[config.mk]
export PLATFORM = sky130hd
export DESIGN_NAME = rob_top
export DESIGN_NICKNAME = d
export VERILOG_FILES = /design/src/hw/rob_conf_pkg.sv /design/src/hw/rob_pkg.sv /design/src/hw/rob_alloc.sv /design/src/hw/rob_entry.sv /design/src/hw/rob_commit.sv /design/src/hw/rob_top.sv
export SDC_FILE = /design/constraint.sdc
export NUM_CORES = 2
export LEC_CHECK = 0
export BUFFER_PORTS_ARGS = -buffer_cell sky130_fd_sc_hd__clkbuf_2
export CAP_MARGIN = 40
export CORE_MARGIN = 5
export CORE_UTILIZATION = 57
export CTS_CLUSTER_SIZE = 30
export DETAILED_ROUTE_END_ITERATION = 10
export GPL_TIMING_DRIVEN = 0
export PLACE_DENSITY = 0.79
export SLEW_MARGIN = 30
export SYNTH_ARGS = -nofsm -noshare
export SYNTH_HDL_FRONTEND = slang
export SYNTH_SLANG_ARGS = --single-unit
[constraint.sdc]
create_clock -name i_clk -period 5.4 [get_ports i_clk]
set_clock_uncertainty 0.05 [all_clocks]
set_input_delay 1.35 -clock i_clk [delete_from_list [all_inputs] [get_ports i_clk]]
set_output_delay 1.35 -clock i_clk [all_outputs]
set_load 0.02 [all_outputs]
[src/hw/rob_conf_pkg.sv]
package rob_conf_pkg;

  // ------------------------------------------------------------------------
  // dispatch side
  // ------------------------------------------------------------------------
  localparam int DISP_SIZE      = 4;    // slots per group

  // ------------------------------------------------------------------------
  // buffer geometry
  // ------------------------------------------------------------------------
  localparam int ROB_ENTRY_SIZE = 8;
  localparam int ROB_ENTRY_W    = $clog2(ROB_ENTRY_SIZE);

  // entry index plus one lap bit, so full and empty differ
  localparam int CMT_ID_W       = ROB_ENTRY_W + 1;

  // ------------------------------------------------------------------------
  // completion side
  // ------------------------------------------------------------------------
  localparam int DONE_BUS_SIZE  = 2;    // report ports per cycle

  // datapath width of pc and tval
  localparam int XLEN           = 32;

endpackage

[src/hw/rob_pkg.sv]
package rob_pkg;

  typedef logic [rob_conf_pkg::CMT_ID_W-1:0]  cmt_id_t;
  typedef logic [rob_conf_pkg::DISP_SIZE-1:0] grp_id_t;   // one bit per slot
  typedef logic [rob_conf_pkg::XLEN-1:0]      xlen_t;

  // mcause values
  typedef enum logic [3:0] {
    INST_ADDR_MISALIGN = 4'd0,
    INST_ACC_FAULT     = 4'd1,
    ILLEGAL_INST       = 4'd2,
    BREAKPOINT         = 4'd3,
    LOAD_ACC_FAULT     = 4'd5,
    STORE_ACC_FAULT    = 4'd7,
    ECALL_U            = 4'd8,
    ECALL_S            = 4'd9,
    ECALL_M            = 4'd11
  } except_t;

  typedef struct packed {
    logic    valid;
    grp_id_t grp_id;    // occupied slots
    xlen_t   pc;        // pc of slot 0
  } disp_t;

  typedef struct packed {
    logic    valid;
    cmt_id_t cmt_id;
    grp_id_t grp_id;          // one-hot slot
    logic    br_upd;          // mispredicted branch
    logic    except_valid;
    except_t except_type;
    xlen_t   tval;
  } done_rpt_t;

  typedef struct packed {
    logic                                 valid;
    grp_id_t                              grp_id;
    grp_id_t                              done_grp_id;
    xlen_t                                pc;
    grp_id_t                              br_upd;
    grp_id_t                              except_valid;
    except_t [rob_conf_pkg::DISP_SIZE-1:0] except_type;
    xlen_t   [rob_conf_pkg::DISP_SIZE-1:0] tval;
  } rob_entry_t;

  typedef struct packed {
    logic    commit;
    cmt_id_t cmt_id;
    grp_id_t grp_id;
    grp_id_t except_valid;    // one-hot
    except_t except_type;
    xlen_t   tval;
    xlen_t   epc;
    grp_id_t dead_id;
    logic    flush;
  } commit_t;

endpackage

[src/hw/rob_alloc.sv]
`timescale 1ns/1ps

module rob_alloc (
  input  logic             i_clk,
  input  logic             i_reset_n,
  input  logic             i_disp_valid,
  input  logic             i_pop,
  input  logic             i_flush,
  output logic             o_disp_ready,
  output rob_pkg::cmt_id_t o_in_id,
  output rob_pkg::cmt_id_t o_out_id,
  output logic             o_load
);

  rob_pkg::cmt_id_t r_in_id;    // next id to hand out
  rob_pkg::cmt_id_t r_out_id;   // oldest id, head of buffer
  logic             w_full;

  // same slot, opposite lap
  assign w_full = (r_in_id[rob_conf_pkg::ROB_ENTRY_W-1:0] ==
                   r_out_id[rob_conf_pkg::ROB_ENTRY_W-1:0]) &
                  (r_in_id[rob_conf_pkg::ROB_ENTRY_W] != r_out_id[rob_conf_pkg::ROB_ENTRY_W]);

  // dispatch is dropped while a redirect commits
  assign o_disp_ready = ~w_full & ~i_flush;
  assign o_load       = i_disp_valid & o_disp_ready;

  assign o_in_id  = r_in_id;
  assign o_out_id = r_out_id;

  always_ff @(posedge i_clk) begin
    if (i_reset_n) begin
      r_in_id  <= '0;
      r_out_id <= '0;
    end else if (i_flush) begin
      // restart both just after the committing group
      r_in_id  <= r_out_id + 1'b1;
      r_out_id <= r_out_id + 1'b1;
    end else begin
      if (o_load) begin
        r_in_id <= r_in_id + 1'b1;
      end
      if (i_pop) begin
        r_out_id <= r_out_id + 1'b1;
      end
    end
  end

endmodule

[src/hw/rob_entry.sv]
`timescale 1ns/1ps

module rob_entry #(
  parameter int ENTRY_IDX = 0
) (
  input  logic                i_clk,
  input  logic                i_reset_n,
  input  logic                i_load,
  input  rob_pkg::disp_t      i_disp,
  input  rob_pkg::done_rpt_t  i_done_rpt [rob_conf_pkg::DONE_BUS_SIZE],
  input  logic                i_retire,
  input  logic                i_flush,
  output rob_pkg::rob_entry_t o_entry,
  output logic                o_all_done
);

  logic                                     r_valid;
  rob_pkg::grp_id_t                         r_grp_id;
  rob_pkg::grp_id_t                         r_done_grp_id;
  rob_pkg::grp_id_t                         r_br_upd;
  rob_pkg::grp_id_t                         r_except_valid;
  rob_pkg::xlen_t                           r_pc;
  rob_pkg::except_t [rob_conf_pkg::DISP_SIZE-1:0] r_except_type;
  rob_pkg::xlen_t   [rob_conf_pkg::DISP_SIZE-1:0] r_tval;
  logic [rob_conf_pkg::DONE_BUS_SIZE-1:0]   w_hit;

  // report addresses this entry
  always_comb begin
    for (int p = 0; p < rob_conf_pkg::DONE_BUS_SIZE; p++) begin
      w_hit[p] = i_done_rpt[p].valid & r_valid &
                 (i_done_rpt[p].cmt_id[rob_conf_pkg::ROB_ENTRY_W-1:0] ==
                  ENTRY_IDX[rob_conf_pkg::ROB_ENTRY_W-1:0]);
    end
  end

  always_ff @(posedge i_clk) begin
    if (i_reset_n) begin
      r_valid        <= 1'b0;
      r_grp_id       <= '0;
      r_done_grp_id  <= '0;
      r_br_upd       <= '0;
      r_except_valid <= '0;
    end else if (i_retire | i_flush) begin
      r_valid <= 1'b0;
    end else if (i_load) begin
      r_valid        <= 1'b1;
      r_grp_id       <= i_disp.grp_id;
      r_done_grp_id  <= '0;
      r_br_upd       <= '0;
      r_except_valid <= '0;
    end else begin
      for (int d = 0; d < rob_conf_pkg::DISP_SIZE; d++) begin
        for (int p = 0; p < rob_conf_pkg::DONE_BUS_SIZE; p++) begin
          if (w_hit[p] & i_done_rpt[p].grp_id[d]) begin
            r_done_grp_id[d] <= 1'b1;
            if (i_done_rpt[p].br_upd)       r_br_upd[d]       <= 1'b1;
            if (i_done_rpt[p].except_valid) r_except_valid[d] <= 1'b1;
          end
        end
      end
    end
  end

  // group pc and per-slot cause/tval
  always_ff @(posedge i_clk) begin
    if (i_load) begin
      r_pc <= i_disp.pc;
    end
    for (int d = 0; d < rob_conf_pkg::DISP_SIZE; d++) begin
      for (int p = 0; p < rob_conf_pkg::DONE_BUS_SIZE; p++) begin
        if (w_hit[p] & i_done_rpt[p].grp_id[d] & i_done_rpt[p].except_valid) begin
          r_except_type[d] <= i_done_rpt[p].except_type;
          r_tval[d]        <= i_done_rpt[p].tval;
        end
      end
    end
  end

  assign o_entry.valid        = r_valid;
  assign o_entry.grp_id       = r_grp_id;
  assign o_entry.done_grp_id  = r_done_grp_id;
  assign o_entry.pc           = r_pc;
  assign o_entry.br_upd       = r_br_upd;
  assign o_entry.except_valid = r_except_valid;
  assign o_entry.except_type  = r_except_type;
  assign o_entry.tval         = r_tval;

  assign o_all_done = r_valid & (r_done_grp_id == r_grp_id);

endmodule

[src/hw/rob_commit.sv]
`timescale 1ns/1ps

module rob_commit (
  input  rob_pkg::rob_entry_t                    i_entries [rob_conf_pkg::ROB_ENTRY_SIZE],
  input  logic [rob_conf_pkg::ROB_ENTRY_SIZE-1:0] i_all_done,
  input  rob_pkg::cmt_id_t                       i_out_id,
  output rob_pkg::commit_t                       o_commit,
  output logic [rob_conf_pkg::ROB_ENTRY_SIZE-1:0] o_retire,
  output logic                                   o_flush
);

  logic [rob_conf_pkg::ROB_ENTRY_W-1:0] w_head_idx;
  rob_pkg::rob_entry_t                  w_head;
  logic                                 w_commit;
  rob_pkg::grp_id_t                     w_upd;        // any redirecting slot
  rob_pkg::grp_id_t                     w_upd_oh;     // first one only
  rob_pkg::grp_id_t                     w_except_oh;
  rob_pkg::grp_id_t                     w_dead;
  rob_pkg::except_t                     w_except_type;
  rob_pkg::xlen_t                       w_tval;
  rob_pkg::xlen_t                       w_epc;

  // ------------------------------------------------------------------------
  // head selection
  // ------------------------------------------------------------------------
  assign w_head_idx = i_out_id[rob_conf_pkg::ROB_ENTRY_W-1:0];
  assign w_head     = i_entries[w_head_idx];
  assign w_commit   = i_all_done[w_head_idx];

  assign o_retire = {{(rob_conf_pkg::ROB_ENTRY_SIZE-1){1'b0}}, w_commit} << w_head_idx;

  // ------------------------------------------------------------------------
  // first redirect in the group, later slots are dead
  // ------------------------------------------------------------------------
  assign w_upd = w_head.br_upd | w_head.except_valid;

  always_comb begin : pick_blk
    logic seen;
    seen     = 1'b0;
    w_upd_oh = '0;
    w_dead   = '0;
    w_epc    = w_head.pc;    // no redirect, slot 0
    for (int d = 0; d < rob_conf_pkg::DISP_SIZE; d++) begin
      w_dead[d] = seen & w_head.grp_id[d];
      if (!seen && w_upd[d]) begin
        w_upd_oh[d] = 1'b1;
        w_epc       = w_head.pc + rob_pkg::xlen_t'(d * 4);
      end
      seen = seen | w_upd[d];
    end
  end

  // branch redirect leaves this empty
  assign w_except_oh = w_upd_oh & w_head.except_valid;

  // one-hot mux of cause and tval
  always_comb begin
    w_except_type = rob_pkg::INST_ADDR_MISALIGN;
    w_tval        = '0;
    for (int d = 0; d < rob_conf_pkg::DISP_SIZE; d++) begin
      if (w_except_oh[d]) begin
        w_except_type = w_head.except_type[d];
        w_tval        = w_head.tval[d];
      end
    end
  end

  assign o_commit.commit       = w_commit;
  assign o_commit.cmt_id       = i_out_id;
  assign o_commit.grp_id       = w_head.grp_id;
  assign o_commit.except_valid = w_except_oh;
  assign o_commit.except_type  = w_except_type;
  assign o_commit.tval         = w_tval;
  assign o_commit.epc          = w_epc;
  assign o_commit.dead_id      = w_dead;
  assign o_commit.flush        = w_commit & (|w_upd);

  assign o_flush = o_commit.flush;    // kills all younger groups

endmodule

[src/hw/rob_top.sv]
`timescale 1ns/1ps

module rob_top (
  input  logic               i_clk,
  input  logic               i_reset_n,
  input  rob_pkg::disp_t     i_disp,
  input  rob_pkg::done_rpt_t i_done_rpt [rob_conf_pkg::DONE_BUS_SIZE],
  output logic               o_disp_ready,
  output rob_pkg::cmt_id_t   o_new_cmt_id,
  output rob_pkg::commit_t   o_commit
);

  rob_pkg::rob_entry_t                     w_entries [rob_conf_pkg::ROB_ENTRY_SIZE];
  logic [rob_conf_pkg::ROB_ENTRY_SIZE-1:0] w_all_done;
  logic [rob_conf_pkg::ROB_ENTRY_SIZE-1:0] w_retire;
  logic [rob_conf_pkg::ROB_ENTRY_SIZE-1:0] w_load_vec;   // per-entry load strobe
  rob_pkg::cmt_id_t                        w_in_id;
  rob_pkg::cmt_id_t                        w_out_id;
  logic                                    w_load;
  logic                                    w_flush;

  rob_alloc u_alloc (
    .i_clk        (i_clk),
    .i_reset_n    (i_reset_n),
    .i_disp_valid (i_disp.valid),
    .i_pop        (o_commit.commit),
    .i_flush      (w_flush),
    .o_disp_ready (o_disp_ready),
    .o_in_id      (w_in_id),
    .o_out_id     (w_out_id),
    .o_load       (w_load)
  );

  assign o_new_cmt_id = w_in_id;

  // route the load to the entry at the in pointer
  assign w_load_vec = {{(rob_conf_pkg::ROB_ENTRY_SIZE-1){1'b0}}, w_load} <<
                      w_in_id[rob_conf_pkg::ROB_ENTRY_W-1:0];

  for (genvar c_idx = 0; c_idx < rob_conf_pkg::ROB_ENTRY_SIZE; c_idx++) begin : g_entry
    rob_entry #(.ENTRY_IDX(c_idx)) u_entry (
      .i_clk      (i_clk),
      .i_reset_n  (i_reset_n),
      .i_load     (w_load_vec[c_idx]),
      .i_disp     (i_disp),
      .i_done_rpt (i_done_rpt),
      .i_retire   (w_retire[c_idx]),
      .i_flush    (w_flush),
      .o_entry    (w_entries[c_idx]),
      .o_all_done (w_all_done[c_idx])
    );
  end

  rob_commit u_commit (
    .i_entries  (w_entries),
    .i_all_done (w_all_done),
    .i_out_id   (w_out_id),
    .o_commit   (o_commit),
    .o_retire   (w_retire),
    .o_flush    (w_flush)
  );

endmodule

# Word level (Yosys, flattened, before mapping)
# Cells that the tools add are included.
# totals
elab_cells	988
in_bits	133
out_inout_bits	91
regBits	1552
# op_classes
mux	496
n_eq_ne	24
add_sub_neg	5
n_shift	2
reduce_logical	123
n_bitwise	198
magnitude_cmp	2
# ops
operator	n
$mux W32	71
$bmux W193 S3	1
$mux W192	2
$mux W4	96
$mux W1	325
$and A1 B1 Y1	175
$reduce_bool A3 Y1	32
$reduce_and A2 Y1	40
$reduce_bool A2 Y1	34
$add A32 B4 Y32 const B	2
$add A32 B3 Y32 const B	1
$eq A4 B4 Y1	8
$eq A3 B3 Y1 const B	8
$reduce_or A2 Y1	8
$shl A1 B3 Y8	2
$eq A3 B2 Y1 const B	4
$not A1 Y1	10
$or A1 B1 Y1	10
$add A4 B1 Y4 const B	2
$eq A3 B1 Y1 const B	2
$logic_not A3 Y1	2
$and A4 B4 Y4	1
$ge A4 B4 Y1 const B	1
$lt A3 B4 Y1 const B	1
8 further kinds	12

# Depth between registers and ports, before layout
# logic_depth
ltp_word	15
depth_mapped	13
depth_no_buf	9

# Cells and area by module
# From an unflattened synthesis, not the netlist that was laid out.
# unflattened
cells_unflattened	4450
area_unflattened_um2	76866.2
# by_module_without_submodules
mod	n_inst	area_each_um2	cells_each	seq_area_each_um2
rob_entry at g_entry[1].u_entry ...	2	7888.8	428	5625.4
rob_entry at g_entry[5].u_entry ...	2	7883.8	428	5625.4
rob_commit	1	13083.8	980	0.0
rob_entry at g_entry[7].u_entry	1	8052.7	425	5625.4
rob_entry at g_entry[0].u_entry	1	7878.8	429	5625.4
rob_entry at g_entry[4].u_entry	1	7878.8	422	5625.4
rob_entry at g_entry[3].u_entry	1	7877.6	423	5625.4
rob_alloc	1	452.9	51	160.2
rob_top	1	96.3	8	0.0

# Worst setup path after synthesis
# No wires, ideal clock.
# synth_path
kind	input-to-reg
from	in i_done_rpt[93] in the netlist's numbering
to	reg g_entry[0].u_entry.r_except_valid[1]
setup_time_ps	90
required_ps	5260
path_slack_ps	87
arrival_ps	5173
path_stages	6
path_buffers	1
cell_sequence	nor2b_1 > nand3_1 > clkbuf_1 > o21ai_0 > o21ai_0 > a211oi_1
# synth_between
elab_chain_cells	7
# synth_lines
element	line_no	rtl
start, declared	rob_top.sv:7	input rob_pkg::done_rpt_t i_done_rpt [rob_conf_pkg::DONE_BUS_SIZE],
$and A1 B1 Y1 (*) (2 in series)	rob_entry.sv:30	w_hit[p] = i_done_rpt[p].valid & r_valid &
$and A1 B1 Y1 (*)	rob_entry.sv:54	if (w_hit[p] & i_done_rpt[p].grp_id[d]) begin
$mux W1 (*)	rob_entry.sv:54	
$mux W1	rob_entry.sv:57	if (i_done_rpt[p].except_valid) r_except_valid[d] <= 1'b1;
$mux W1 (*)	rob_entry.sv:54	
$mux W4 (*)	rob_entry.sv:45	end else if (i_load) begin
end signal, assigned	rob_entry.sv:42	r_except_valid <= '0;
end signal, assigned	rob_entry.sv:50	r_except_valid <= '0;
end signal, assigned by index	rob_entry.sv:57	
end, declared	rob_entry.sv:21	rob_pkg::grp_id_t r_except_valid;
# Every way passes the cells marked *; elsewhere a longest branch is shown, timed or not.
# A chain may end at the register's enable or synchronous reset.

==> summary.md <==
The analysis attributes to cell leakage a power of 0.03085 uW. The logs give 0.1421 mm2 for the die area and 134 for the row count. After detailed routing, the total wire length is 286.4 mm. The type of the tightest min-delay check was register to register. The time the final worst path needs with I/O delays and setup works out to 5.612 ns. Placement-stage worst setup slack: -1.328 ns.

The wire length of the first global-routing pass is 395.4 mm, and the area growth from synthesis to final layout is 17.65%. Launching point of the worst reg2reg path: u_alloc.o_out_id[2]$_SDFFE_PP0P_. The wire-length estimate of the detail-placed layout is 188.8 mm.

The relative max-transition margin is 34.14%, and the layout cell share with drive strength beyond 1 is 45.03%. The number of buffers and inverters on the critical path is 6. In the synthesized netlist the dominant register cell turns out to be sky130_fd_sc_hd__edfxtp_1. The final route contains 54,070 vias.

During synthesis, Yosys emitted a total of 0 warnings. The register area share after synthesis was 58.84%; the number of synthesized flops with an enable pin was 1,408. The root buffer selected by CTS is sky130_fd_sc_hd__clkbuf_16. Setup violations remaining at the end of the flow were counted as 45. The width of the die works out to 377.0 um.

Share of synthesized flip-flops with an asynchronous set or reset: 0%. Endpoint arrival time on the critical path: 4.21 ns. Of the post-synthesis cell area, the dominant cell type holds 55.08%. The logs give -2.959 ns for the summed negative setup slack over all endpoints and 4,896 for the instance count of the mapped netlist. Dividing the detail-routed via count by the number of cells gives 7.314. The port buffer count came out at 210.

The standard cell area after detailed placement was 0.08346 mm2. On the critical path, the stage with the largest delay is an instance of sky130_fd_sc_hd__mux4_2. By startpoint and endpoint, the worst setup path is classified as register to primary output.

The largest total area in the synthesized netlist belongs to sky130_fd_sc_hd__edfxtp_1. The run gives 53,000 as the number of global-route vias before repair. Entering global routing, the biggest net connects 33 pins.

Sorting the synthesized cells by how often they occur yields sky130_fd_sc_hd__edfxtp_1 (1,408), sky130_fd_sc_hd__mux2_2 (1,155), sky130_fd_sc_hd__clkbuf_1 (418). Summed over all layers, the global routing overflow is 0. The clock transition time at the flip-flop clock pins of the worst setup and hold paths was 0.06 ns.

The startpoint identified for the worst hold timing path is g_entry[3].u_entry.r_except_valid[1]$_SDFFE_PP0P_. The number of nets in the synthesized netlist is 5,035. The starting density of the core is 57.44%.

Critical path startpoint category: a register. The tools report the number of remaining DRC errors as 0. Setup repair after global routing could not meet its margin everywhere. The total routing resource utilization after global routing was 39.56%; the top fanout value on the critical path was 12. For this run, the top clock speed supported by timing is 0.1782 GHz. For this block, the initial DRC count from the detailed router was 9,887.

Total power divided by cell area: 349.3 mW/mm2. At the end of routability-driven placement, the weighted congestion stood at 0.9662. The longest clock path from root to sink contains 3 buffers.

The final antenna-violating net count came out at 0. The tools report the number of sinks handled by clock tree synthesis as 1,552. The count of boundary I/O pins was 224; the wire length per cell after detailed routing was 38.74 um. After floorplanning, the core was sized to cover 0.1336 mm2. Final cycle utilization of the critical path: 103.9%.

The filler cells instantiated in the layout total 8,662. Traced cell by cell, the critical path runs through buf_6, buf_4, mux4_2, mux2i_4, buf_4, clkbuf_1, buf_6, o22ai_1, a21oi_1, o21ai_4, buf_2. The post-route cell area is 0.09030 mm2. The actual slew at the worst max-slew pin is 0.9869 ns, and the number of detailed-route iterations in the first pass is 7. TritonCTS built the clock tree. In this design, the stage delay of the slowest critical-path cell is 0.54 ns. The number of buffers inserted during clock tree synthesis is 161, and the number of violations of the max-capacitance limit is 0. The H-tree was split into 4 levels.

By area the synthesized netlist is led by sky130_fd_sc_hd__edfxtp_1 (55%), sky130_fd_sc_hd__mux2_2 (17%), sky130_fd_sc_hd__mux4_2 (11%). In the final design database the tool counted 5,617 nets. In the post-synthesis netlist, the cell with the most instances is sky130_fd_sc_hd__edfxtp_1. Synthesis inferred 1,552 register bits.

The worst setup path startpoint was u_alloc.o_out_id[0]$_SDFFE_PP0P_. The floorplan step set the die height to 377.0 um. The number of max-slew violations in the final report is 0, and the average size of a mapped cell is 15.68 um2. IR analysis of the VDD net gives a maximum drop of 0.0003226 V.

Cell area after technology mapping: 0.07676 mm2. The run finished, with violations left. Broken down by cell family, the worst path's largest delay share belongs to buffers and inverters. The tools report the worst setup margin as -0.2116 ns. For the worst-skew pair, the clock arrives at the later sink with an insertion delay of 0.83 ns.

For the worst setup path, the data required time is 4.00 ns. The number of antenna violations at the first check in global routing is 22. For the count of distinct cell types in the synthesized netlist, the log shows 73. The worst setup path is captured at a primary output. The final reports fail on setup timing. The final number of hold-violating endpoints is 0.
## path summary, 6_finish.rpt
kind	end	slack (ns)	cells after the start
worst max register to register	g_entry[0].u_entry.r_pc[6]$_DFFE_PN_	1.08	13
worst min register to register	g_entry[3].u_entry.r_except_valid[1]$_SDFFE_PP0P_	0.41	2
worst min-delay path	g_entry[3].u_entry.r_except_valid[1]$_SDFFE_PP0P_	0.41	2
worst max-delay path	o_commit[47]	-0.21	11
## repair_timing
item                       CTS  global route
setup endpoints to repair   82            66
pin swaps                   10            14
gates resized for setup    296           100
hold buffers                 0             0
buffers inserted            26            20
## power breakdown
group,switching (uW),leakage [uW],internal [uW]
clock network,4930,0.00246,6030
registers,111,0.0138,13400
logic,4200,0.0146,2920
total,9240,0.0309,22300
## per-stage QoR
step	hold slack [ns]	instances	power, uW	util (%)
global placement	0.3886	6874	19810	59.88
floorplan	0.3778	4896	17830	-
finish	0.4088	7393	31540	67.58
global route	0.4219	7375	32240	67.54
detailed placement	0.3955	7031	20040	62.46
CTS	0.4040	7344	31030	67.12
## kinds of logic (layout without fill, tap and decap cells)
group | count (synthesis) | after routing | share of synthesized area, %
mux | 1702 | 1702 | 30.18
fa+ha+maj | 6 | 6 | 0.09780
other cells | 1 | 21 | 0.004886
buf+inv | 644 | 1353 | 3.343
flops | 1552 | 1552 | 58.84
compound gates | 470 | 470 | 4.057
simple gates | 454 | 454 | 2.714
xor+xnor | 67 | 67 | 0.7645
## cells in the final DEF, fill, tap and decap left out, drive strengths merged, types with 13 or more instances in the layout
cell and count:
a211oi 79, a21oi 70, a22oi 19, a31o 13
and2 13, and3 17, buf 347, clkbuf 803
clkinv 68, dfxtp 144, diode 20, edfxtp 1408
inv 120, mux2 1155, mux2i 173, mux4 374
nand2 250, nand3 69, nor2 41, nor2b 13
o211a 22, o21ai 152, o22ai 62, xnor2 24
xor2 43
## final cells by class
type                       instances  area (um2)  area share, %
clock inverter                    90       820.8         0.9089
tap                             1768        2212          2.450
antenna                           20       50.05        0.05542
multi-input combinational       2700       29840          33.04
inverter                         113       429.2         0.4753
timing repair buffer             422        4526          5.012
clock buffer                     200        4259          4.717
sequential                      1552       45170          50.02
buffer                           528        2997          3.318
## metal layers
metal / track usage (%) / vias up / wire, um
met4: 22.67 / 20 / 21610
met3: 15.27 / 1385 / 46060
met5: 0.3032 / - / 172
met1: 51.13 / 26940 / 95640
li1: - / 20410 / -
met2: 57.49 / 5319 / 122900
## worst min-delay path: stages, from the launching register on
cell and delay [ns]:
sky130_fd_sc_hd__dfxtp_1 0.31, sky130_fd_sc_hd__inv_1 0.05, sky130_fd_sc_hd__a211oi_1 0.05
## flip-flops by register name, indices dropped and copies added (netlist names)
name                            count
u_alloc.o_out_id                    4
g_entry.u_entry.r_except_valid     32
g_entry.u_entry.r_valid             8
g_entry.u_entry.r_pc              256
g_entry.u_entry.o_entry          1152
u_alloc.o_in_id                     4
g_entry.u_entry.r_done_grp_id      32
g_entry.u_entry.r_grp_id           32
g_entry.u_entry.r_br_upd           32
No activity file was read; power rests on OpenSTA's default activity.
